`config.mk`:
```
export PLATFORM = sky130hd
export DESIGN_NAME = fft_twiddle_mult
export DESIGN_NICKNAME = d
export VERILOG_FILES = /design/src/rtl/fft_pkg.sv /design/src/rtl/fft_twiddle_mult.sv
export SDC_FILE = /design/constraint.sdc
export NUM_CORES = 2
export LEC_CHECK = 0
export ABC_AREA = 0
export BUFFER_PORTS_ARGS = -buffer_cell sky130_fd_sc_hd__buf_2
export CAP_MARGIN = 30
export CORE_MARGIN = 5
export CORE_UTILIZATION = 40
export CTS_CLUSTER_SIZE = 14
export DETAILED_ROUTE_END_ITERATION = 12
export GPL_ROUTABILITY_DRIVEN = 0
export PLACE_DENSITY = 0.62
export SETUP_SLACK_MARGIN = 0.05
export SLEW_MARGIN = 20
export SYNTH_ARGS = -nofsm -noshare
export SYNTH_HDL_FRONTEND = slang
export SYNTH_SLANG_ARGS = --single-unit
```
`constraint.sdc`:
```
create_clock -name clk -period 12.1 [get_ports clk]
set_input_delay 1.815 -clock clk [delete_from_list [all_inputs] [get_ports clk]]
set_output_delay 1.815 -clock clk [all_outputs]
set_load 0.03 [all_outputs]
```
`src/rtl/fft_pkg.sv`:
```
package fft_pkg;

   // ########################################################################
   // transform size and sample formats
   // ########################################################################

   localparam int FFT_LOG2N = 4;    // 16 points.
   localparam int SAMPLE_W  = 16;
   localparam int TWID_W    = 16;
   localparam int TWID_FRAC = 14;   // twiddles are signed Q1.14.

   localparam real PI = 3.14159265358979323846;

   typedef struct packed {
      logic signed [SAMPLE_W-1:0] re;
      logic signed [SAMPLE_W-1:0] im;
   } cplx_t;

   typedef struct packed {
      logic signed [TWID_W-1:0] re;
      logic signed [TWID_W-1:0] im;
   } twid_t;

   // ########################################################################
   // twiddle generation, evaluated at elaboration time
   // ########################################################################

   // rounds to the nearest integer, halves going away from zero.
   function automatic int round_nearest(input real x);
      int r;
      if (x >= 0.0) begin
         r = $rtoi(x + 0.5);
      end else begin
         r = -$rtoi(0.5 - x);
      end
      return r;
   endfunction

   // W_n^k = cos(2*pi*k/n) - j*sin(2*pi*k/n) scaled to Q1.14.
   function automatic twid_t twiddle_at(input int n, input int k);
      real   ang;
      real   scale;
      twid_t w;
      ang   = 2.0 * PI * real'(k) / real'(n);
      scale = real'(1 << TWID_FRAC);
      w.re  = TWID_W'(round_nearest($cos(ang) * scale));
      w.im  = TWID_W'(round_nearest(-$sin(ang) * scale));
      return w;
   endfunction

endpackage

```
`src/rtl/fft_twiddle_mult.sv`:
```
`timescale 1ns/10ps

module fft_twiddle_mult #(
   parameter int N     = 16,
   parameter int STAGE = 0
) (
   input  logic                     clk,
   input  logic                     srst_n,
   input  logic                     adv_i,
   input  logic [$clog2(N)-2:0]     idx_i,
   input  fft_pkg::cplx_t           x_i,
   output fft_pkg::cplx_t           z_o
);

   localparam int IDX_W   = $clog2(N) - 1;
   localparam int TBL_W   = IDX_W - STAGE;          // select bits into the table.
   localparam int HALF    = N >> (STAGE + 1);       // distinct twiddles of this stage.
   localparam int TW_BITS = $bits(fft_pkg::twid_t);
   localparam int PROD_W  = fft_pkg::SAMPLE_W + fft_pkg::TWID_W + 1;
   localparam int FRAC    = fft_pkg::TWID_FRAC;

   // ########################################################################
   // twiddle table
   // ########################################################################

   // entry k holds W_N^(k * 2^STAGE).
   function automatic logic [HALF-1:0][TW_BITS-1:0] build_table();
      logic [HALF-1:0][TW_BITS-1:0] t;
      for (int k = 0; k < HALF; k++) begin
         t[k] = fft_pkg::twiddle_at(N, k << STAGE);
      end
      return t;
   endfunction

   localparam logic [HALF-1:0][TW_BITS-1:0] TABLE = build_table();

   logic [TBL_W-1:0] tbl_sel;
   fft_pkg::twid_t   tw;

   // the exponent is always a multiple of 2^STAGE here.
   assign tbl_sel = idx_i[IDX_W-1:STAGE];
   assign tw      = TABLE[tbl_sel];

   // ########################################################################
   // complex product with half-up rounding
   // ########################################################################

   logic signed [PROD_W-1:0] acc_re;
   logic signed [PROD_W-1:0] acc_im;
   logic signed [PROD_W-1:0] rnd_re;
   logic signed [PROD_W-1:0] rnd_im;
   logic signed [PROD_W-1:0] sh_re;
   logic signed [PROD_W-1:0] sh_im;

   always_comb begin
      acc_re = PROD_W'(x_i.re * tw.re) - PROD_W'(x_i.im * tw.im);
      acc_im = PROD_W'(x_i.re * tw.im) + PROD_W'(x_i.im * tw.re);
      rnd_re = acc_re + PROD_W'(1 << (FRAC - 1));
      rnd_im = acc_im + PROD_W'(1 << (FRAC - 1));
      sh_re  = rnd_re >>> FRAC;
      sh_im  = rnd_im >>> FRAC;
   end

   // unity is exactly 2^14, so the first half of a block passes unchanged.
   always_ff @(posedge clk) begin
      if (!srst_n) begin
         z_o <= '0;
      end else if (adv_i) begin
         z_o.re <= sh_re[fft_pkg::SAMPLE_W-1:0];
         z_o.im <= sh_im[fft_pkg::SAMPLE_W-1:0];
      end
   end

endmodule

```
==> metrics list <==
- Synth Area in Compound Gates: 0.0258
- In this run, synthesis produced a sequential element count of 32.
- Across the run, the number of max-cap violations was 0.
- After synthesis, the largest family of logic cells by area is adder cells.
- The number of hold violations in the final report is 0.
- Number of distinct library cell variants in the gate-level netlist after synthesis: 61
- Worst flop-to-flop path startpoint: z_o[8]
* Synthesized area divided by synthesized cell count: 9.39 µm²
- Register area share after synthesis: 0.0174
* Most common cell after layout, fill and taps aside: sky130_fd_sc_hd__inv_1
- The first TritonRoute pass finished after 5 iterations.
- Number of cells on the worst hold path: 2
- In this run, post-CTS hold repair placed 0 buffers.
- Post-synthesis share of cell area spent on and, or, nand and nor gates: 0.104
- For this run, the total global-route usage over all layers was measured as 0.215.
* I/O pin cnt: 70
- Hold Crit Endpoint: z_o[6]
- Insertion delay to the later sink of the worst-skew pair: 310 ps
- The worst register-to-register path ends at z_o[8].
* Post-DP HPWL: 87600 µm
- Worst setup skew after layout: 0 ps
- In the final layout, the registers with the most flip-flops are z_o (32).
- The worst hold path begins at z_o[6].
- Growth of design area from synthesis to finish: 5.07%
* Number of global-route vias before repair: 27200
- Clock Tree Buf Depth: 2
- Synth Area in Adders: 0.668
- Derived from the worst setup path, the maximum achievable clock frequency is 94.9 MHz.
* Commonest cells after routing, fill and taps aside: 1370 x sky130_fd_sc_hd__inv_1, 1017 x sky130_fd_sc_hd__fa_1, 338 x sky130_fd_sc_hd__ha_1
* Starting DRC count in detailed routing: 1550
* Share of synthesized area spent on multiplexers: 0.00384
- Post-synthesis net count: 5318
- Reg2Reg Depth: 2
- Area of the core: 91500 µm²
- Post-CTS setup repair buffer count: 0
* Setup repair after global routing missed its margin: no
- In this design, the stage delay of the slowest critical-path cell is 680 ps.
- Counting every instance in the synthesized netlist gives 3925.
- After global routing the overflow that remains totals 0.
- In the final routed layout, each cell accounts on average for 19.8 µm.
- Overall die width: 314 µm
- In this run the worst path has a maximum fanout of 27.
- Wirelength, routed: 101000 µm
- The min-delay analysis places its worst path in the category flop to flop.
- Initial core utilization: 0.403
- After the last flow step, the layout net total stands at 5316.
* Total standard cell area after synthesis: 36900 µm²
* Worst path most repeated cell: sky130_fd_sc_hd__fa_1
- Fraction of final layout cells sized beyond drive strength 1: 0.0392
- The worst setup path is captured at a flop.
* Multi-input gate area: 30600 µm²
- Of the total synthesized cell area, the portion taken by XOR and XNOR cells is 0.0281.
- Measured along the y axis, the die boundary spans 314 µm.
* Filler Cells Inserted: 9033
- In this run the register-to-register setup slack is 11200 ps.
- After detailed routing, the number of vias per cell comes to 4.81.
- Clock tree synthesis found a total of 32 sinks.
* CTS clk-pin slew, worst paths: 60 ps
- Antenna Nets Post-Route: 0
- The final count of pins violating max slew is 0.
- Max-slew headroom: 0.367
- The Yosys step of the flow raised 0 warnings.
* Min Clock Period, post-route: 10540 ps
- z_o holds more flip-flops than any other register.
- Final setup fails: 0
- Buffers inserted during clock tree synthesis total 5.
- Slowest CP cell: sky130_fd_sc_hd__nand2_1
- The die covers 98300 µm².
- PostCTS Resize Cnt: 0
- Slew at the pin with the worst max-slew slack: 948 ps
* Largest net degree at the start of global routing: 39
* DRC violation count after routing: 0
- In the synthesized netlist the dominant register cell turns out to be sky130_fd_sc_hd__dfxtp_1.
- Number of flops mapped to enable cells by yosys: 0
* Vias post-DR: 24600
- The register with the most flip-flops in the layout has 32 of them.
* Storage element area: 641 µm²
- TritonCTS built the clock tree.
- The worst setup path is launched from an input port.
- Data arrives at the worst endpoint at 10790 ps.
- Placement row count: 111
- The first global-routing pass estimated 159000 µm of wire.
- Share of the cycle needed by the critical path after routing: 0.871
- Data required time of the critical path: 12360 ps
- Of all flip-flops after synthesis, the portion carrying an async set or reset was 0.
* Status: complete, no violations
- Buffer type at the clock tree root: sky130_fd_sc_hd__clkbuf_16
- Port Buf Inserts: 69
- The critical path is of the input port to flop type.
* CTS HTree Levels: 2
- Final total negative setup slack: 0 ps
* Initial antenna violation count: 1
[per-stage QoR]
stage	setup slack [ps]	util	hold WS (ps)	cell area [µm²]	cells
detailed placement	1300	0.421	447	38600	5101
global route	1140	0.423	504	38700	5110
CTS	1570	0.423	461	38700	5109
floorplan	2450	-	581	36900	3925
finish	1560	0.423	458	38700	5111
global placement	1360	0.421	440	38600	5101
[critical path: cells and delay by family]
family,cells,cell delay [ps]
adder cells (fa/ha/maj),9,4010
AO/OA/AOI/OAI,8,1770
AND/OR/NAND/NOR,5,1550
buffers and inverters,7,1380
XOR/XNOR,1,230
[how the worst max path moves through the flow]
stage,start,end
after floorplan,idx_i[0],z_o[30]
after global placement,idx_i[0],z_o[15]
after detailed placement,idx_i[0],z_o[15]
after CTS,idx_i[0],z_o[15]
after global routing,idx_i[2],z_o[29]
final,idx_i[2],z_o[29]
[Yosys cell counts, types with 6 or more instances]
library cell,n,share of area
sky130_fd_sc_hd__inv_1,1370,0.14
sky130_fd_sc_hd__fa_1,1017,0.55
sky130_fd_sc_hd__ha_1,338,0.11
sky130_fd_sc_hd__nand2_1,312,0.032
sky130_fd_sc_hd__and2_1,252,0.043
sky130_fd_sc_hd__clkbuf_1,115,0.012
sky130_fd_sc_hd__nor2_1,95,0.0097
sky130_fd_sc_hd__xnor2_1,88,0.021
sky130_fd_sc_hd__a21oi_1,37,0.0050
sky130_fd_sc_hd__dfxtp_1,32,0.017
sky130_fd_sc_hd__nand2b_1,31,0.0053
sky130_fd_sc_hd__nor2b_1,26,0.0044
sky130_fd_sc_hd__a21o_1,24,0.0049
sky130_fd_sc_hd__xor2_1,24,0.0057
sky130_fd_sc_hd__or2_2,16,0.0027
sky130_fd_sc_hd__mux2i_1,13,0.0035
sky130_fd_sc_hd__o21ai_0,12,0.0016
sky130_fd_sc_hd__nand3_1,9,0.0012
sky130_fd_sc_hd__nand4_1,9,0.0015
sky130_fd_sc_hd__o211ai_1,9,0.0018
sky130_fd_sc_hd__o21ai_1,9,0.0012
sky130_fd_sc_hd__a211oi_1,6,0.0012
sky130_fd_sc_hd__nand3b_1,6,0.0012
sky130_fd_sc_hd__nor3_1,6,0.00081
[cells by family after synthesis]
group                    count (synthesis)
AND/OR/NAND/NOR                        775
flip-flops                              32
multiplexers                            14
XOR/XNOR                               115
adder cells (fa/ha/maj)               1360
AO/OA/AOI/OAI                          134
buffers and inverters                 1495
[layout make-up]
type / instances / area share
multi-input cells: 2398 / 0.791
inverters: 1372 / 0.133
well taps: 1186 / 0.0383
repair buffers: 114 / 0.0178
flip-flops and latches: 32 / 0.0165
clock buffers: 8 / 0.00378
diodes: 1 / 0.0000646
[layer usage]
layer / routed length [µm] / vias to the layer above / track usage
met5: 0 / - / 0
met4: 4740 / 0 / 0.0788
met3: 9030 / 175 / 0.0493
met2: 46900 / 888 / 0.349
met1: 40400 / 12600 / 0.284
li1: - / 10900 / -
Power is not shown: default switching activity piles up to over one toggle a cycle in this logic, so the estimate is an artifact.
