--- config.mk ---
export PLATFORM = sky130hd
export DESIGN_NAME = fft_ctrl
export DESIGN_NICKNAME = d
export VERILOG_FILES = /design/src/rtl/fft_pkg.sv /design/src/rtl/fft_delay_line.sv /design/src/rtl/fft_ctrl.sv
export SDC_FILE = /design/constraint.sdc
export NUM_CORES = 1
export LEC_CHECK = 0
export BUFFER_PORTS_ARGS = -buffer_cell sky130_fd_sc_hd__buf_2
export CORE_MARGIN = 5
export CORE_UTILIZATION = 25
export CTS_BUF_LIST = sky130_fd_sc_hd__clkbuf_4 sky130_fd_sc_hd__clkbuf_8
export CTS_CLUSTER_SIZE = 20
export DETAILED_ROUTE_END_ITERATION = 8
export PLACE_DENSITY_LB_ADDON = 0.25
export SLEW_MARGIN = 15
export SYNTH_ARGS = -nofsm -noshare
export SYNTH_HDL_FRONTEND = slang
export SYNTH_HIERARCHICAL = 1
export SYNTH_SLANG_ARGS = --single-unit
--- constraint.sdc ---
create_clock -name clk -period 1.74 [get_ports clk]
set_input_delay 0.087 -clock clk [delete_from_list [all_inputs] [get_ports clk]]
set_output_delay 0.087 -clock clk [all_outputs]
set_load 0.005 [all_outputs]
--- src/rtl/fft_pkg.sv ---
package fft_pkg;

   // ########################################################################
   // transform size and sample formats
   // ########################################################################

   localparam int FFT_LOG2N = 4;    // 16 points.
   localparam int SAMPLE_W  = 16;
   localparam int TWID_W    = 16;
   localparam int TWID_FRAC = 14;   // twiddles are signed Q1.14.

   localparam real PI = 3.14159265358979323846;

   typedef struct packed {
      logic signed [SAMPLE_W-1:0] re;
      logic signed [SAMPLE_W-1:0] im;
   } cplx_t;

   typedef struct packed {
      logic signed [TWID_W-1:0] re;
      logic signed [TWID_W-1:0] im;
   } twid_t;

   // ########################################################################
   // twiddle generation, evaluated at elaboration time
   // ########################################################################

   // rounds to the nearest integer, halves going away from zero.
   function automatic int round_nearest(input real x);
      int r;
      if (x >= 0.0) begin
         r = $rtoi(x + 0.5);
      end else begin
         r = -$rtoi(0.5 - x);
      end
      return r;
   endfunction

   // W_n^k = cos(2*pi*k/n) - j*sin(2*pi*k/n) scaled to Q1.14.
   function automatic twid_t twiddle_at(input int n, input int k);
      real   ang;
      real   scale;
      twid_t w;
      ang   = 2.0 * PI * real'(k) / real'(n);
      scale = real'(1 << TWID_FRAC);
      w.re  = TWID_W'(round_nearest($cos(ang) * scale));
      w.im  = TWID_W'(round_nearest(-$sin(ang) * scale));
      return w;
   endfunction

endpackage

--- src/rtl/fft_delay_line.sv ---
`timescale 1ns/10ps

module fft_delay_line #(
   parameter int  LEN        = 8,
   parameter type T          = logic,
   parameter bit  RESETTABLE = 1'b0
) (
   input  logic clk,
   input  logic srst_n,
   input  logic adv_i,
   input  T     d_i,
   output T     q_o
);

   // tap 0 takes the newest entry, tap LEN-1 holds the oldest one.
   T taps_q [LEN];

   always_ff @(posedge clk) begin
      if (RESETTABLE && !srst_n) begin
         for (int i = 0; i < LEN; i++) begin
            taps_q[i] <= '0;
         end
      end else if (adv_i) begin
         taps_q[0] <= d_i;
         for (int i = 1; i < LEN; i++) begin
            taps_q[i] <= taps_q[i-1];
         end
      end
   end

   assign q_o = taps_q[LEN-1];

endmodule

--- src/rtl/fft_ctrl.sv ---
`timescale 1ns/10ps

module fft_ctrl #(
   parameter int LOG2N = fft_pkg::FFT_LOG2N
) (
   input  logic                         clk,
   input  logic                         srst_n,
   input  logic                         adv_i,
   output logic [LOG2N-1:0]             sel_o,
   output logic [LOG2N-2:0][LOG2N-2:0]  twid_idx_o,
   output logic                         frame_start_o,
   output logic                         valid_o
);

   localparam int N      = 1 << LOG2N;
   localparam int IDX_W  = LOG2N - 1;
   localparam int FILL   = N + LOG2N - 2;       // accepted samples before the first output.
   localparam int FILL_W = $clog2(FILL + 1);

   logic [LOG2N-1:0]  cnt_q;
   logic [FILL_W-1:0] fill_q;
   logic              filled;
   logic              mark_in;
   logic              mark_out;

   assign filled = (fill_q == FILL_W'(FILL));

   always_ff @(posedge clk) begin
      if (!srst_n) begin
         cnt_q  <= '0;
         fill_q <= '0;
      end else if (adv_i) begin
         cnt_q <= cnt_q + 1'b1;
         if (!filled) begin
            fill_q <= fill_q + 1'b1;   // saturates at the fill latency.
         end
      end
   end

   // ########################################################################
   // per-stage phase
   // ########################################################################

   // stage s sits behind s multiplier registers, so its phase lags by s.
   always_comb begin
      logic [LOG2N-1:0] loc;
      logic [LOG2N-1:0] ofs;
      sel_o      = '0;
      twid_idx_o = '0;
      for (int s = 0; s < LOG2N; s++) begin
         loc      = cnt_q - LOG2N'(s);
         sel_o[s] = loc[LOG2N-1-s];
      end
      // the difference half of each block gets W_N^(ofs * 2^s).
      for (int s = 0; s < LOG2N - 1; s++) begin
         loc           = cnt_q - LOG2N'(s);
         ofs           = loc & LOG2N'((N >> (s + 1)) - 1);
         twid_idx_o[s] = loc[LOG2N-1-s] ? '0 : IDX_W'(ofs << s);
      end
   end

   // the input frame phase is carried down to the pipeline output.
   assign mark_in = (cnt_q == '0);

   fft_delay_line #(
      .LEN        (FILL),
      .T          (logic),
      .RESETTABLE (1'b1)
   ) i_mark_line (
      .clk    (clk),
      .srst_n (srst_n),
      .adv_i  (adv_i),
      .d_i    (mark_in),
      .q_o    (mark_out)
   );

   assign valid_o       = adv_i & filled;
   assign frame_start_o = valid_o & mark_out;

endmodule

==> results of run 1 <==
[kinds of logic (layout without fill, tap and decap cells)]
family          after synthesis  count (layout)  share of synthesized area, %
simple gates                 45              45                          23.1
flops                        27              27                          59.6
mux                           2               2                          1.65
fa+ha+maj                     4               4                          4.14
xor+xnor                      6               6                          4.34
compound gates                2               2                          1.55
buf+inv                      10              23                          5.38
other cells                   1               3                         0.310
[report_power, final]
part           switching (mW)  leakage [nW]  total, mW  internal, mW
registers              0.0176         0.273      0.738         0.721
clock network           0.185        0.0255      0.345         0.160
logic                  0.0662         0.324      0.118        0.0522
total                   0.268         0.622       1.20         0.933
[placed cells by master (no fill, tap or decap), types with 2 or more instances in the layout]
cell type,n
and2_1,5
nor3b_1,2
dfxtp_1,9
edfxtp_1,18
nor2b_1,3
nand2_1,6
buf_2,14
xnor2_1,3
inv_1,3
nor2_1,4
clkbuf_8,3
nand4_1,3
conb_1,3
mux2i_1,2
buf_4,2
xor2_1,3
and3_2,8
and3_1,11
ha_1,4
[metal layers]
layer,wire [microns],vias up,global-route usage (%)
li1,-,368,-
met1,1050,336,9.45
met2,864,13,10.7
met3,54,2,0.451
met4,41,0,4.64
met5,0,-,0
[state kept, by name (all words and copies together) (netlist names)]
| register | cells |
|---|---|
| i_mark_line/taps_q | 18 |
| fill_q | 5 |
| cnt_q | 4 |
[cell type report]
| class | count | area share [%] |
|---|---|---|
| Timing Repair Buffer | 16 | 6.17 |
| Tap cell | 67 | 6.08 |
| Inverter | 3 | 0.817 |
| Clock inverter | 1 | 0.363 |
| Clock buffer | 3 | 2.99 |
| Multi-Input combinational cell | 62 | 31.3 |
| Sequential cell | 27 | 52.3 |
[stage by stage]
step / instances / hold slack, ps / area (sq um) / worst slack, ps
after floorplan: 99 / 209 / 1220 / 451
after global placement: 175 / 477 / 1330 / 416
after detailed placement: 175 / 495 / 1330 / 361
after CTS: 179 / 280 / 1380 / 173
after global routing: 179 / 301 / 1380 / 65.8
final: 179 / 282 / 1380 / 187
[path summary, 6_finish.rpt]
kind | start | end | cells past startpoint
hold reg to reg | fill_q[2]$_SDFFE_PN0P_ | fill_q[2]$_SDFFE_PN0P_ | 2
setup / recovery | cnt_q[0]$_SDFFE_PN0P_ | twid_idx_o[5] | 5
setup reg to reg | fill_q[0]$_SDFFE_PN0P_ | fill_q[2]$_SDFFE_PN0P_ | 5
hold / removal | srst_n | fill_q[1]$_SDFFE_PN0P_ | 2
==> flow_summary.yaml, run 1 <==
synth:
  ys_types: 24
  synth_area_sq_um: 1210
  synthCells: 97
  synth_common_cells: "edfxtp_1, and3_1, dfxtp_1, and3_2, nand2_1"
  synth-seq-cells: 27
  synthArstFlopShare_pct: 0
  yosysSeqAreaShare_pct: 59.6
  synth_enable_flop_cells: 18
  yosys_most_used_dff: "edfxtp_1"
  yosys.area.top_type_share_pct: 44.7
  yosysTopAreaCell: "edfxtp_1"
  synth.most_common_cell: "edfxtp_1"
  ys_top_cells_by_area: "edfxtp_1, dfxtp_1, and3_1"
  avgSynthCellArea_sq_um: 12.5
  ys_warn_count: 6
layout:
  areaGrowthSynthToFinish_pct: 14.0
  layout-drive-gt1-share_pct: 26.8
  nFillCells: 508
  diodes: 0
  ff_latch_area_sq_um: 721
  nNetsFinal: 120
  multiInputGateArea_sq_um: 432
  post-route-util_pct: 29.2
critical_path:
  endpoint_kind: "output pin"
  cpPeakStageDelay_ps: 430
  crit_buf_inv: 2
  r2r_setup_slack_ps: 360
  worstPathMaxFanout: 5
  worstPathRequired_ps: 1650
  worstPathArrival_ps: 1470
  cp_cell_sequence: "inv_1 -> ha_1 -> xor2_1 -> nor2_1 -> buf_2"
  start_kind: "flip-flop"
  path_delay_family: "flip-flops"
  crit_type: "flip-flop to output pin"
  slowest_stage: "dfxtp_1"
route:
  vias: 719
  drc: 0
  routed_wirelength_microns: 2010
  wire_per_inst_microns: 11.2
  vias_per_cell: 4.02
  detail-route-antenna-nets: 0
  drt_first_pass_iters: 4
  drt-initial-drc-count: 48
grt:
  antenna_found_initial: 0
  grt_pass1_wl_microns: 3580
  grt_pass1_vias: 774
  grt_max_degree: 30
  gr-total-overflow: 0
  grtUsageTotal_pct: 6.99
clock_network:
  cts.htree.levels: 1
  clock_sinks: 27
  cts_hold_buffers: 0
  clock_latency_ps: 260
  numCtsBuffers: 3
  clockRootBuffer: "clkbuf_8"
  cts_tree: "yes"
  path_clk_slew_ps: 90
  clockBufferDepth: 2
  cts_setup_buffers: 0
  cts_resized: 0
timing:
  max_freq_ghz: 0.644
  slew_violations: 0
  min_period_ps: 1550
  min_period_over_period_pct: 89.2
  fin_tns_setup_ps: 0
  fin_skew_ps: 1.36
  hold_violations: 0
  rsz0062_at_grt: "false"
  finalSetupViolCount: 0
floorplanning:
  num_io_pins: 18
  fp.coreArea_sq_um: 4720
  floorplan.rows: 25
  die_h_microns: 79.6
  die_area_sq_um: 6330
  start_util_pct: 25.6
  dieWidth_microns: 79.6
power_and_ir_drop:
  powerDensity_nw_per_um2: 871
  finalPower_mw: 1.20
  ir_drop_v: 0.000318
  leakage_nw: 0.622
worst_hold_path:
  hold_path.class: "input pin to flip-flop"
placed_design:
  gp_congestion: 0.739
  dpl.hpwl_microns: 1340
  io_buffers: 14
run:
  drv_cap: 0
status:
  status: "finished clean"
Power figures use the tool's default switching activity.
==> run 2: changes to the inputs <==
Settings changed: SYNTH_HIERARCHICAL 1 to unset.
==> flow_summary.yaml, run 2 <==
status:
  status: "finished clean"
timing:
  fin_tns_setup_ps: 0
  min_period_over_period_pct: 87.7
  max_freq_ghz: 0.656
  fin_ws_ps: 214
  slew_violations: 0
  fin_skew_ps: 7.38
  rsz0062_at_grt: "false"
  min_period_ps: 1530
  hold_violations: 0
  finalSetupViolCount: 0
  worst_hold_slack_ps: 308
placed_design:
  io_buffers: 14
  place_inst: 164
  gp_congestion: 0.717
  place_ws_ps: 365
  dpl-instance-area_sq_um: 1320
  dpl.hpwl_microns: 1350
clock_network:
  cts.htree.levels: 1
  clock_sinks: 27
  cts_hold_buffers: 0
  path_clk_slew_ps: 100
  clock_latency_ps: 270
  cts_resized: 0
  cts_tree: "yes"
  cts_setup_buffers: 0
  numCtsBuffers: 3
  clockRootBuffer: "clkbuf_8"
  clockBufferDepth: 2
critical_path:
  worstPathRequired_ps: 1650
  crit_type: "flip-flop to output pin"
  worstPathMaxFanout: 5
  start_kind: "flip-flop"
  worstPathArrival_ps: 1440
  endpoint_kind: "output pin"
power_and_ir_drop:
  ir_drop_v: 0.000292
  switching_power_uw: 282
  clkPwrFrac_pct: 29.8
  seqPwrFrac_pct: 60.4
  leakage_nw: 0.631
  finalPower_mw: 1.22
  powerDensity_nw_per_um2: 885
  internal_power_uw: 933
  combPwrFrac_pct: 9.8
  p_sw_share_pct: 23.2
synth:
  synth_xor_area_share_pct: 4.39
  yosys.area.top_type_share_pct: 42.6
  synth_enable_flop_cells: 17
  synth-compound-area-share_pct: 1.57
  muxShareOfSynthArea_pct: 2.51
  ys_types: 23
  synthArstFlopShare_pct: 0
  ys_top_cells_by_area: "edfxtp_1, dfxtp_1, and3_1"
  yosysTopAreaCell: "edfxtp_1"
  synth_top_family_by_area: "simple AND/OR/NAND/NOR gates"
  synthCells: 101
  synth_common_cells: "and3_1, edfxtp_1, dfxtp_1, and2_1, nand2_1"
  avgSynthCellArea_sq_um: 11.9
  synth_simple_gate_area_share_pct: 22.3
  ys_warn_count: 0
  synth_area_sq_um: 1200
  synth-seq-cells: 27
  yosys_most_used_dff: "edfxtp_1"
  synth_adder_area_share_pct: 4.18
  yosysSeqAreaShare_pct: 59.4
layout:
  fin_cells: 168
  areaGrowthSynthToFinish_pct: 14.6
  largest_reg_flops: 18
  stdcell_area_sq_um: 1370
  layout-drive-gt1-share_pct: 20.2
  final_cell_mix: "and3_1, edfxtp_1, buf_2"
  reg_top3: "i_mark_line.taps_q x18, fill_q x5, cnt_q x4"
  diodes: 0
  nFillCells: 494
  post-route-util_pct: 29.3
  nNetsFinal: 122
  regMostFlops: "i_mark_line.taps_q"
route:
  detail-route-antenna-nets: 0
  wire_per_inst_microns: 11.9
  drc: 0
  vias: 724
  routed_wirelength_microns: 2000
  vias_per_cell: 4.31
  drt-initial-drc-count: 34
  drt_first_pass_iters: 4
run:
  drv_cap: 0
grt:
  grtUsageTotal_pct: 7.37
  grt_pass1_vias: 794
  antenna_found_initial: 0
  grt_pass1_wl_microns: 3760
  grt_max_degree: 30
  gr-total-overflow: 0
floorplanning:
  dieWidth_microns: 79.2
  start_util_pct: 25.5
  num_io_pins: 18
  fp.coreArea_sq_um: 4690
  floorplan.rows: 25
  die_h_microns: 79.2
  die_area_sq_um: 6270
worst_hold_path:
  hold_path.class: "input pin to flip-flop"
[run 2: worst max-delay path, cell delays in order, from the launching register on]
cell and delay (ps):
dfxtp_1 420, inv_1 100, ha_1 230, xor2_1 230
nor2_1 60, buf_2 130
[run 2: routing by layer]
metal	part of all wire (%)	vias to the layer above	global-route usage [%]
met5	0	-	0
met3	3.6	0	1.47
met4	0	0	2.06
met2	42	13	11.3
met1	54	344	10.5
li1	-	367	-
[run 2: path summary, 6_finish.rpt]
kind / from / to / slack [ps] / cells past startpoint
min reg2reg: fill_q[0]$_SDFFE_PN0P_ / fill_q[0]$_SDFFE_PN0P_ / 500 / 2
min: srst_n / fill_q[1]$_SDFFE_PN0P_ / 310 / 3
max reg2reg: fill_q[0]$_SDFFE_PN0P_ / fill_q[2]$_SDFFE_PN0P_ / 350 / 5
max: cnt_q[0]$_SDFFE_PN0P_ / twid_idx_o[5] / 210 / 5
[run 2: power groups by stage]
stage | combinational (mW) | clock [mW] | sequential [mW]
finish | 0.119 | 0.362 | 0.734
global route | 0.140 | 0.407 | 0.740
CTS | 0.121 | 0.376 | 0.735
detailed placement | 0.120 | 0 | 0.749
global placement | 0.118 | 0 | 0.748
floorplan | 0.0809 | 0 | 0.743
[run 2: cell families (layout without fill, tap and decap cells)]
logic type               count (synthesis)  after routing
flip-flops                              27             27
other                                    1              3
buffers and inverters                   13             24
AO/OA/AOI/OAI                            2              2
adder cells (fa/ha/maj)                  4              4
AND/OR/NAND/NOR                         45             45
multiplexers                             3              3
XOR/XNOR                                 6              6
[run 2: final cells by class]
type                    instances  area (sq um)  share of cell area (%)
clock buffers                   3          41.3                    3.01
clock inverters                 1          7.51                   0.547
inverters                       3          11.3                   0.820
multi-input cells              63           429                    31.3
flip-flops and latches         27           711                    51.8
well taps                      54          67.6                    4.92
repair buffers                 17           105                    7.66
