### config.mk
export PLATFORM = sky130hd
export DESIGN_NAME = fft_bfi
export DESIGN_NICKNAME = d
export VERILOG_FILES = /design/src/rtl/fft_pkg.sv /design/src/rtl/fft_delay_line.sv /design/src/rtl/fft_bfi.sv
export SDC_FILE = /design/constraint.sdc
export NUM_CORES = 1
export LEC_CHECK = 0
export BUFFER_PORTS_ARGS = -buffer_cell sky130_fd_sc_hd__clkbuf_2
export CORE_MARGIN = 2
export CORE_UTILIZATION = 56
export CTS_BUF_LIST = sky130_fd_sc_hd__clkbuf_4
export CTS_CLUSTER_SIZE = 16
export DETAILED_ROUTE_END_ITERATION = 8
export PLACE_DENSITY = 0.74
export SLEW_MARGIN = 20
export SYNTH_ARGS = -nofsm -noshare
export SYNTH_HDL_FRONTEND = slang
export SYNTH_SLANG_ARGS = --single-unit
### constraint.sdc
create_clock -name clk -period 6.5 [get_ports clk]
set_input_delay 0.975 -clock clk [delete_from_list [all_inputs] [get_ports clk]]
set_output_delay 0.975 -clock clk [all_outputs]
set_load 0.05 [all_outputs]
### src/rtl/fft_pkg.sv
package fft_pkg;

   // ########################################################################
   // transform size and sample formats
   // ########################################################################

   localparam int FFT_LOG2N = 4;    // 16 points.
   localparam int SAMPLE_W  = 16;
   localparam int TWID_W    = 16;
   localparam int TWID_FRAC = 14;   // twiddles are signed Q1.14.

   localparam real PI = 3.14159265358979323846;

   typedef struct packed {
      logic signed [SAMPLE_W-1:0] re;
      logic signed [SAMPLE_W-1:0] im;
   } cplx_t;

   typedef struct packed {
      logic signed [TWID_W-1:0] re;
      logic signed [TWID_W-1:0] im;
   } twid_t;

   // ########################################################################
   // twiddle generation, evaluated at elaboration time
   // ########################################################################

   // rounds to the nearest integer, halves going away from zero.
   function automatic int round_nearest(input real x);
      int r;
      if (x >= 0.0) begin
         r = $rtoi(x + 0.5);
      end else begin
         r = -$rtoi(0.5 - x);
      end
      return r;
   endfunction

   // W_n^k = cos(2*pi*k/n) - j*sin(2*pi*k/n) scaled to Q1.14.
   function automatic twid_t twiddle_at(input int n, input int k);
      real   ang;
      real   scale;
      twid_t w;
      ang   = 2.0 * PI * real'(k) / real'(n);
      scale = real'(1 << TWID_FRAC);
      w.re  = TWID_W'(round_nearest($cos(ang) * scale));
      w.im  = TWID_W'(round_nearest(-$sin(ang) * scale));
      return w;
   endfunction

endpackage

### src/rtl/fft_delay_line.sv
`timescale 1ns/10ps

module fft_delay_line #(
   parameter int  LEN        = 8,
   parameter type T          = logic,
   parameter bit  RESETTABLE = 1'b0
) (
   input  logic clk,
   input  logic srst_n,
   input  logic adv_i,
   input  T     d_i,
   output T     q_o
);

   // tap 0 takes the newest entry, tap LEN-1 holds the oldest one.
   T taps_q [LEN];

   always_ff @(posedge clk) begin
      if (RESETTABLE && !srst_n) begin
         for (int i = 0; i < LEN; i++) begin
            taps_q[i] <= '0;
         end
      end else if (adv_i) begin
         taps_q[0] <= d_i;
         for (int i = 1; i < LEN; i++) begin
            taps_q[i] <= taps_q[i-1];
         end
      end
   end

   assign q_o = taps_q[LEN-1];

endmodule

### src/rtl/fft_bfi.sv
`timescale 1ns/10ps

module fft_bfi #(
   parameter int DELAY = 8
) (
   input  logic           clk,
   input  logic           srst_n,
   input  logic           adv_i,
   input  logic           sel_i,
   input  fft_pkg::cplx_t x_i,
   output fft_pkg::cplx_t z_o
);

   fft_pkg::cplx_t fb_d;   // value written into the feedback line.
   fft_pkg::cplx_t fb_q;   // sample that left the feedback line.

   // ########################################################################
   // butterfly
   // ########################################################################

   // While sel_i is low the line fills with the first half of a block and
   // the differences of the previous block drain out. While it is high
   // the sums leave directly and the differences are stored.
   always_comb begin
      if (sel_i) begin
         z_o.re  = fb_q.re + x_i.re;
         z_o.im  = fb_q.im + x_i.im;
         fb_d.re = fb_q.re - x_i.re;
         fb_d.im = fb_q.im - x_i.im;
      end else begin
         z_o  = fb_q;
         fb_d = x_i;
      end
   end

   // ########################################################################
   // feedback storage
   // ########################################################################

   fft_delay_line #(
      .LEN        (DELAY),
      .T          (fft_pkg::cplx_t),
      .RESETTABLE (1'b0)
   ) i_fb_line (
      .clk    (clk),
      .srst_n (srst_n),
      .adv_i  (adv_i),   // a stalled cycle must not shift the line.
      .d_i    (fb_d),
      .q_o    (fb_q)
   );

endmodule

==> impl_metrics.json, run 1 <==
{
  "drive_above_1_share_pct": 17.90,
  "multiInputGateArea_sq_mm": 0.003620,
  "core_sq_mm": 0.02036,
  "hpwl_mm": 13.58,
  "largest-register": "i_fb_line.taps_q",
  "holdBufCountCts": 0,
  "vias": 7247,
  "clkSinkCount": 256,
  "clk_pin_slew_ns": 0.07,
  "initial_core_util_pct": 57.45,
  "worstSetupStartpointType": "flip-flop",
  "fin_worst_skew_ns": 0.04058,
  "path_max_fanout": 11,
  "grt_util_all_layers_pct": 19.52,
  "drv_slew": 0,
  "max-slew-margin-rel_pct": 35.04,
  "die_area_sq_mm": 0.02207,
  "r2r_slack_ns": 3.68,
  "cts_setup_buffers": 0,
  "fmax_ghz": 0.2193,
  "dr.pass1.iters": 6,
  "yosys_warnings": 0,
  "overflow": 0,
  "final-hold-violation-count": 0,
  "grt_first_pass_wirelength_mm": 33.61,
  "cts_tree": "yes",
  "layout_min_cycle_time_ns": 4.559,
  "setup-tns-final_ns": 0,
  "finalCritPeriodShare_pct": 70.14,
  "placed_area_sq_mm": 0.01226,
  "power_density_mw_per_mm2": 299.1,
  "synth_seq_cells": 256,
  "synth_largest_area_cell": "edfxtp_1",
  "power_mw": 3.922,
  "cts_root_buf": "clkbuf_4",
  "synth_top_area_share_pct": 65.70,
  "min_path_type": "flip-flop to flip-flop",
  "min_path_cells": 0,
  "fin_area_sq_mm": 0.01312,
  "cts_buffers": 68,
  "slowest_delay_ns": 0.57,
  "rows": 52,
  "reg2reg_from": "i_fb_line.taps_q[1][102]",
  "synth-edff-count": 256,
  "synthCells": 870,
  "min_from": "i_fb_line.taps_q[1][59]",
  "synth_seq_area_share_pct": 65.70,
  "largest_reg_flops": 256,
  "setup_slack_ns": 1.941,
  "syn-num-nets": 970,
  "grt_pass1_vias": 6834,
  "top_regs": "i_fb_line.taps_q (256)",
  "status": "finished clean",
  "r2r_end": "i_fb_line.taps_q[0][15]",
  "peakVddDrop_uv": 193.7,
  "dp_slack_ns": 1.984,
  "crit_slowest_cell": "ha_1",
  "viasPerCell": 5.622,
  "antenna_found_initial": 2,
  "synthFlopType": "edfxtp_1",
  "die_y_um": 148.5,
  "clk_latency_ns": 0.67,
  "cts_max_level": 3,
  "drc_errors": 0,
  "arrival_ns": 3.58,
  "drv_cap": 0,
  "grt_max_degree": 138,
  "critical_path.cell_chain": "ha_1 > nor2b_1 > or2_1 > a22oi_2 > a41oi_2 > nor4b_1 > or4_1 > clkbuf_2",
  "worst_pin_slew_ns": 0.9744,
  "route.detailed.wl_per_inst_um": 16.59,
  "worstRegToRegCells": 6,
  "num_io_pins": 68,
  "cts_resized": 0,
  "synth_common_cells": "edfxtp_1 (256), a21oi_1 (65), inv_1 (62)",
  "required_ns": 5.52,
  "critPathCaptureType": "primary output",
  "async_reset_ff_share_pct": 0,
  "drt_iter0_markers": 562,
  "die_width_um": 148.5,
  "layout.nets": 1076,
  "synth_cell_type_count": 67,
  "netlist_top_cells_area": "edfxtp_1 (66%), ha_1 (6.4%), a21oi_1 (2.8%)",
  "globalplace.congestion": 0.8732,
  "ant_nets": 0,
  "hold_path_end": "i_fb_line.taps_q[1][91]",
  "io_buffers": 66,
  "setup_viol": 0,
  "syn2layout_area_growth_pct": 12.10,
  "clockBufferDepth": 3,
  "rsz0062_at_grt": "no",
  "avgSynthCellArea_sq_um": 13.45,
  "num-fill-cells": 1546,
  "routed_wl_mm": 21.39,
  "critPathKind": "flip-flop to primary output",
  "seq_area_sq_mm": 0.007687,
  "p_leak_nw": 5.102,
  "synth_area_sq_mm": 0.01170,
  "synth.most_common_cell": "edfxtp_1"
}
==> layer usage <==
layer  share of wire (%)  global-route usage [%]  routed length, um  vias to the layer above
met1                  47                   28.25              10070                     3466
li1                    -                       -                  -                     3506
met5                   0                       0                  0                        -
met2                  44                   28.06               9508                      225
met4                 2.7                   9.190                572                        0
met3                 5.8                   4.755               1237                       50
==> worst max-delay path: cells and delay by family (launching register included) <==
family	cells	cell delay, ns
AOI/OAI and AO/OA	2	0.47
adders and majority gates	1	0.57
and+or+nand+nor	4	1.16
buffers and inverters	1	0.27
DFF	1	0.46
==> report_power, final <==
group | switching, mW | internal (mW) | total [mW]
logic | 0.361 | 0.167 | 0.528
registers | 0.0357 | 1.95 | 1.99
clock network | 0.625 | 0.782 | 1.41
total | 1.02 | 2.90 | 3.92
==> metrics by stage <==
stage	cells	utilization, %	hold WS, ns
after detailed placement	1176	60.20	0.4045
after CTS	1287	64.38	0.3952
after floorplan	870	-	0.4003
final	1289	64.40	0.3822
after global placement	1176	60.20	0.4008
after global routing	1289	64.40	0.3957
==> how the worst max path moves through the flow <==
stage | from | endpoint | slack [ns] | depth (start not counted)
after detailed placement | x_i[22] | z_o[31] | 1.98 | 10
after CTS | i_fb_line.taps_q[1][118] | z_o[31] | 1.89 | 8
after global placement | x_i[22] | z_o[31] | 2.01 | 10
after floorplan | x_i[20] | z_o[29] | 1.67 | 8
after global routing | i_fb_line.taps_q[1][118] | z_o[31] | 1.79 | 8
final | i_fb_line.taps_q[1][118] | z_o[31] | 1.94 | 8
==> cells in the final DEF (no fill, tap or decap), drive strengths merged, types with 4 or more instances in the layout <==
cell type,count
a2111oi,4
a211o,7
a211oi,7
a21o,10
a21oi,66
a31oi,14
and3,5
buf,5
clkbuf,158
clkinv,14
edfxtp,256
fa,4
ha,60
inv,63
mux2i,13
nand2,42
nand2b,17
nand3,12
nor2,59
nor2b,12
nor3,18
nor3b,4
nor4,9
o21a,9
o21ai,39
o21bai,7
o22ai,4
o311ai,4
o31ai,9
or3,9
or4,5
xnor2,21
xor2,10
==> logic make-up (layout without fill, tap and decap cells) <==
family / count (synthesis) / after routing / synth area share (%)
fa+ha+maj: 64 / 64 / 7.101
other cells: 0 / 2 / 0
xor+xnor: 31 / 31 / 2.321
flops: 256 / 256 / 65.70
buf+inv: 96 / 243 / 3.358
compound gates: 202 / 202 / 11.30
simple gates: 206 / 206 / 8.908
mux: 15 / 15 / 1.305
==> area by class of cell <==
cell class / instances / share of cell area (%)
Multi-Input combinational cell: 518 / 27.60
Clock buffer: 94 / 5.381
Clock inverter: 17 / 1.107
Sequential cell: 256 / 58.61
Tap cell: 270 / 2.576
Inverter: 63 / 1.803
Antenna cell: 2 / 0.03816
Timing Repair Buffer: 69 / 2.881
(Power assumes the default switching activity.)
==> inputs of run 2 (changes only) <==
==> constraint.sdc (replaced) <==
create_clock -name clk -period 4.4 [get_ports clk]
set_input_delay 0.66 -clock clk [delete_from_list [all_inputs] [get_ports clk]]
set_output_delay 0.66 -clock clk [all_outputs]
set_load 0.05 [all_outputs]
==> impl_metrics.json, run 2 (same netlist as run 1, synthesis figures left out) <==
{
  "drt_iter0_markers": 629,
  "drive_above_1_share_pct": 18.61,
  "post-route-util_pct": 64.72,
  "initial_core_util_pct": 57.45,
  "clkSinkCount": 256,
  "max-slew-margin-rel_pct": 51.50,
  "die_y_um": 148.5,
  "dr.pass1.iters": 6,
  "min_path_type": "input port to flip-flop",
  "cts_max_level": 3,
  "core_sq_mm": 0.02036,
  "power_density_mw_per_mm2": 438.2,
  "power.share.sequential_pct": 50.9,
  "arrival_ns": 3.53,
  "io_buffers": 66,
  "num-fill-cells": 1561,
  "holdBufCountCts": 0,
  "r2r_slack_ns": 1.62,
  "power_switching_mw": 1.516,
  "worst_pin_slew_ns": 0.7091,
  "die_area_sq_mm": 0.02207,
  "setup-tns-final_ns": 0,
  "finalCritPeriodShare_pct": 95.23,
  "viasPerCell": 5.574,
  "setup_viol": 0,
  "largest-register": "i_fb_line.taps_q",
  "clockBufferDepth": 3,
  "clk_pin_slew_ns": 0.07,
  "vias": 7207,
  "ant_nets": 0,
  "cts_setup_buffers": 0,
  "num_io_pins": 68,
  "final-hold-violation-count": 0,
  "largest_reg_flops": 256,
  "internal-power_mw": 4.260,
  "swShare_pct": 26.25,
  "hpwl_mm": 13.96,
  "final_cell_mix": "edfxtp_1 (256), clkbuf_4 (96), a21oi_1 (65)",
  "rsz0062_at_grt": "no",
  "drv_slew": 0,
  "share_comb_of_total_power_pct": 13.8,
  "globalplace.congestion": 0.8690,
  "antenna_found_initial": 1,
  "final_common_cell": "edfxtp_1",
  "drv_cap": 0,
  "clk_latency_ns": 0.67,
  "reg2reg_from": "i_fb_line.taps_q[1][96]",
  "layout_min_cycle_time_ns": 4.190,
  "grt_first_pass_wirelength_mm": 34.96,
  "required_ns": 3.74,
  "status": "finished clean",
  "syn2layout_area_growth_pct": 12.65,
  "fmax_ghz": 0.2386,
  "r2r_end": "i_fb_line.taps_q[0][14]",
  "overflow": 0,
  "grt_max_degree": 99,
  "min_path_cells": 3,
  "grt_pass1_vias": 6919,
  "cts_resized": 0,
  "routed_wl_mm": 21.75,
  "drc_errors": 0,
  "critPathCaptureType": "primary output",
  "worstRegToRegCells": 9,
  "clock_power_share_pct": 35.4,
  "die_width_um": 148.5,
  "seq_area_sq_mm": 0.007687,
  "cts_root_buf": "clkbuf_4",
  "min_from": "x_i[30]",
  "multiInputGateArea_sq_mm": 0.003620,
  "critPathKind": "flip-flop to primary output",
  "fin_worst_skew_ns": 0.03793,
  "top_regs": "i_fb_line.taps_q (256)",
  "grt_util_all_layers_pct": 20.43,
  "hold_path_end": "i_fb_line.taps_q[0][30]",
  "layout.nets": 1078,
  "worstSetupStartpointType": "flip-flop",
  "cts_tree": "yes",
  "route.detailed.wl_per_inst_um": 16.82,
  "path_max_fanout": 4,
  "p_leak_nw": 5.130,
  "peakVddDrop_uv": 244.6,
  "cts_buffers": 66,
  "rows": 52
}
[run 2: cell count changes in the layout (fill, tap and decap cells not counted)]
| cell | previous run | this run |
|---|---|---|
| clkinv_1 | 12 | 8 |
| buf_12 | 1 | 4 |
| buf_4 | 3 | 6 |
| clkinv_2 | 2 | 1 |
| clkinvlp_4 | 0 | 2 |
| clkbuf_4 | 94 | 96 |
| clkbuf_2 | 64 | 62 |
| inv_2 | 1 | 2 |
| clkinv_4 | 0 | 1 |
| bufinv_16 | 3 | 2 |
[run 2: worst max-delay path by stage]
stage | from | to | cells past startpoint
after floorplan | x_i[20] | z_o[29] | 8
after global placement | x_i[16] | z_o[30] | 10
after detailed placement | x_i[16] | z_o[30] | 10
after CTS | i_fb_line.taps_q[1][112] | z_o[30] | 9
after global routing | i_fb_line.taps_q[1][112] | z_o[30] | 9
final | i_fb_line.taps_q[1][112] | z_o[30] | 9
[run 2: power by group through the flow]
stage          Combinational [mW]  Clock, mW  Sequential [mW]
2_1_floorplan               0.567          0             2.96
3_3_place_gp                0.778          0             2.98
3_5_place_dp                0.789          0             2.99
4_1_cts                     0.794       2.13             2.94
5_1_grt                     0.872       2.27             2.95
6_report                    0.796       2.04             2.94
[run 2: worst max-delay path: stages, from the launching register on]
cell and delay [ns]:
edfxtp_1 0.39, ha_1 0.21, fa_1 0.41, nor2b_1 0.15, o21a_1 0.22, o21ai_0 0.23
a211oi_1 0.16, or4_1 0.41, a31oi_1 0.34, clkbuf_2 0.35
[run 2: area by class of cell]
class,count,share of cell area [%]
diodes,2,0.03797
clock buffers,96,5.468
clock inverters,15,0.9303
inverters,63,1.794
multi-input cells,518,27.46
flip-flops and latches,256,58.33
well taps,270,2.563
repair buffers,73,3.418
[run 2: per-stage QoR]
step / instance area, sq um / power, mW / instances / hold WS (ns) / setup slack [ns]
final: 13180 / 5.775 / 1293 / 0.3260 / 0.2097
after global routing: 13180 / 6.090 / 1292 / 0.2825 / 0.02501
after CTS: 13180 / 5.867 / 1291 / 0.2499 / 0.1367
after detailed placement: 12330 / 3.776 / 1180 / 0.4045 / 0.5051
after global placement: 12330 / 3.757 / 1180 / 0.4001 / 0.5213
after floorplan: 11700 / 3.530 / 870 / 0.4003 / 0.2035
[run 2: routing by layer]
layer	vias to the layer above	track usage [%]	part of all wire (%)
met1	3440	30.05	48
met2	211	28.77	44
met5	-	0	0
met3	40	5.675	5.5
li1	3516	-	-
met4	0	8.714	2.5
==> inputs of run 3 (changes only) <==
--- a/config.mk
+++ b/config.mk
@@ -11,7 +11,9 @@
 export CTS_BUF_LIST = sky130_fd_sc_hd__clkbuf_4
 export CTS_CLUSTER_SIZE = 16
 export DETAILED_ROUTE_END_ITERATION = 8
+export MAX_ROUTING_LAYER = met4
 export PLACE_DENSITY = 0.74
+export SETUP_SLACK_MARGIN = 0.4
 export SLEW_MARGIN = 20
 export SYNTH_ARGS = -nofsm -noshare
 export SYNTH_HDL_FRONTEND = slang
==> impl_metrics.json, run 3 (same netlist as run 1, synthesis figures left out) <==
{
  "status": "finished clean",
  "arrival_ns": 3.19,
  "dr.pass1.iters": 8,
  "worst_pin_slew_ns": 1.024,
  "routed_wl_mm": 22.01,
  "num_io_pins": 68,
  "final_common_cell": "edfxtp_1",
  "min_path_type": "input port to flip-flop",
  "io_buffers": 66,
  "setup_slack_ns": 0.5510,
  "grt_max_degree": 144,
  "largest-register": "i_fb_line.taps_q",
  "layout.nets": 1094,
  "dp_slack_ns": 0.6206,
  "die_area_sq_mm": 0.02207,
  "path_max_fanout": 10,
  "drv_slew": 0,
  "grt_util_all_layers_pct": 20.87,
  "clkSinkCount": 256,
  "timing.hold.ws_ns": 0.3556,
  "syn2layout_area_growth_pct": 15.73,
  "peakVddDrop_uv": 299.9,
  "r2r_slack_ns": 1.73,
  "holdBufCountCts": 0,
  "hpwl_mm": 13.90,
  "max-slew-margin-rel_pct": 31.75,
  "reg2reg_from": "i_fb_line.taps_q[1][96]",
  "power_density_mw_per_mm2": 438.2,
  "rsz0062_at_grt": "yes",
  "top_regs": "i_fb_line.taps_q (256)",
  "rows": 52,
  "drt_iter0_markers": 473,
  "vias": 7287,
  "critPathCaptureType": "primary output",
  "finalCritPeriodShare_pct": 87.48,
  "final_cell_mix": "edfxtp_1 (256), clkbuf_4 (102), a21oi_1 (64)",
  "drv_cap": 0,
  "initial_core_util_pct": 57.45,
  "die_width_um": 148.5,
  "cts_max_level": 3,
  "fmax_ghz": 0.2598,
  "fin_worst_skew_ns": 0.03191,
  "critPathKind": "flip-flop to primary output",
  "setup-tns-final_ns": 0,
  "antenna_found_initial": 1,
  "core_sq_mm": 0.02036,
  "grt_pass1_vias": 7034,
  "required_ns": 3.74,
  "fin_cells": 1312,
  "clk_pin_slew_ns": 0.06,
  "overflow": 0,
  "worstSetupStartpointType": "flip-flop",
  "worstSetupStartpoint": "i_fb_line.taps_q[1][119]",
  "globalplace.congestion": 0.8791,
  "p_leak_nw": 5.247,
  "viasPerCell": 5.554,
  "clk_latency_ns": 0.65,
  "cts_buffers": 68,
  "die_y_um": 148.5,
  "num-fill-cells": 1498,
  "layout_min_cycle_time_ns": 3.849,
  "ant_nets": 0,
  "route.detailed.wl_per_inst_um": 16.78,
  "cts_root_buf": "clkbuf_4",
  "setup_viol": 0,
  "largest_reg_flops": 256,
  "min_from": "x_i[30]",
  "post-place-cells": 1182,
  "cts_tree": "yes",
  "drc_errors": 0,
  "grt_first_pass_wirelength_mm": 34.56,
  "clockBufferDepth": 3,
  "drive_above_1_share_pct": 22.57,
  "final-hold-violation-count": 0
}
-- run 3: cell count changes in the layout (fill, tap and decap cells not counted), moves of 2 or more --
cell      delta
buf_4       +16
ha_1        -14
ha_2        +10
clkbuf_2     -7
clkbuf_4     +6
ha_4         +4
o21ai_0      -4
o21ai_1      +3
a211oi_1     -2
a211oi_2     +2
a31oi_1      -2
clkinv_1     +2
-- run 3: what timing repair did --
action,CTS,global route
resized for setup,17,37
setup endpoints to repair,7,13
buffers inserted,0,12
pin swaps,0,7
-- run 3: path summary, 6_finish.rpt --
check / end / depth (start not counted)
worst max-delay path: z_o[29] / 9
worst min-delay path: i_fb_line.taps_q[0][30] / 3
worst max register to register: i_fb_line.taps_q[0][14] / 9
worst min register to register: i_fb_line.taps_q[0][124] / 0
-- run 3: area by class of cell --
cell class	count	area [sq um]	share of cell area [%]
well taps	270	337.8	2.495
clock buffers	100	750.7	5.544
clock inverters	17	153.9	1.137
diodes	1	2.502	0.01848
repair buffers	87	575.6	4.251
inverters	63	236.5	1.746
multi-input cells	518	3796	28.04
flip-flops and latches	256	7687	56.77
-- run 3: worst max-delay path, stage by stage, from the launching register on --
cell and delay [ns]:
edfxtp_1 0.45, ha_4 0.32, nor4_4 0.37, buf_4 0.18
a22oi_2 0.09, buf_4 0.16, a311oi_1 0.39, o211ai_1 0.13
o311ai_1 0.11, clkbuf_2 0.35
-- run 3: per-stage QoR --
step	total power, mW	instance area, sq um	utilization (%)
finish	5.934	13540	66.49
global route	6.245	13540	66.49
floorplan	3.530	11700	-
detailed placement	3.777	12330	60.57
global placement	3.762	12330	60.57
CTS	5.988	13300	65.32
-- run 3: power by group --
group / switching [mW] / internal [mW]
sequential: 0.0557 / 2.88
clock: 0.934 / 1.22
combinational: 0.550 / 0.295
total: 1.54 / 4.39
-- run 3: per-layer routing --
layer  wire, um  GRT usage, %  vias to the layer above
li1           -             -                     3542
met2      10050         30.05                      199
met1       9947         28.37                     3496
met4        702         9.667                        0
met5          0             -                        -
met3       1319         5.000                       50
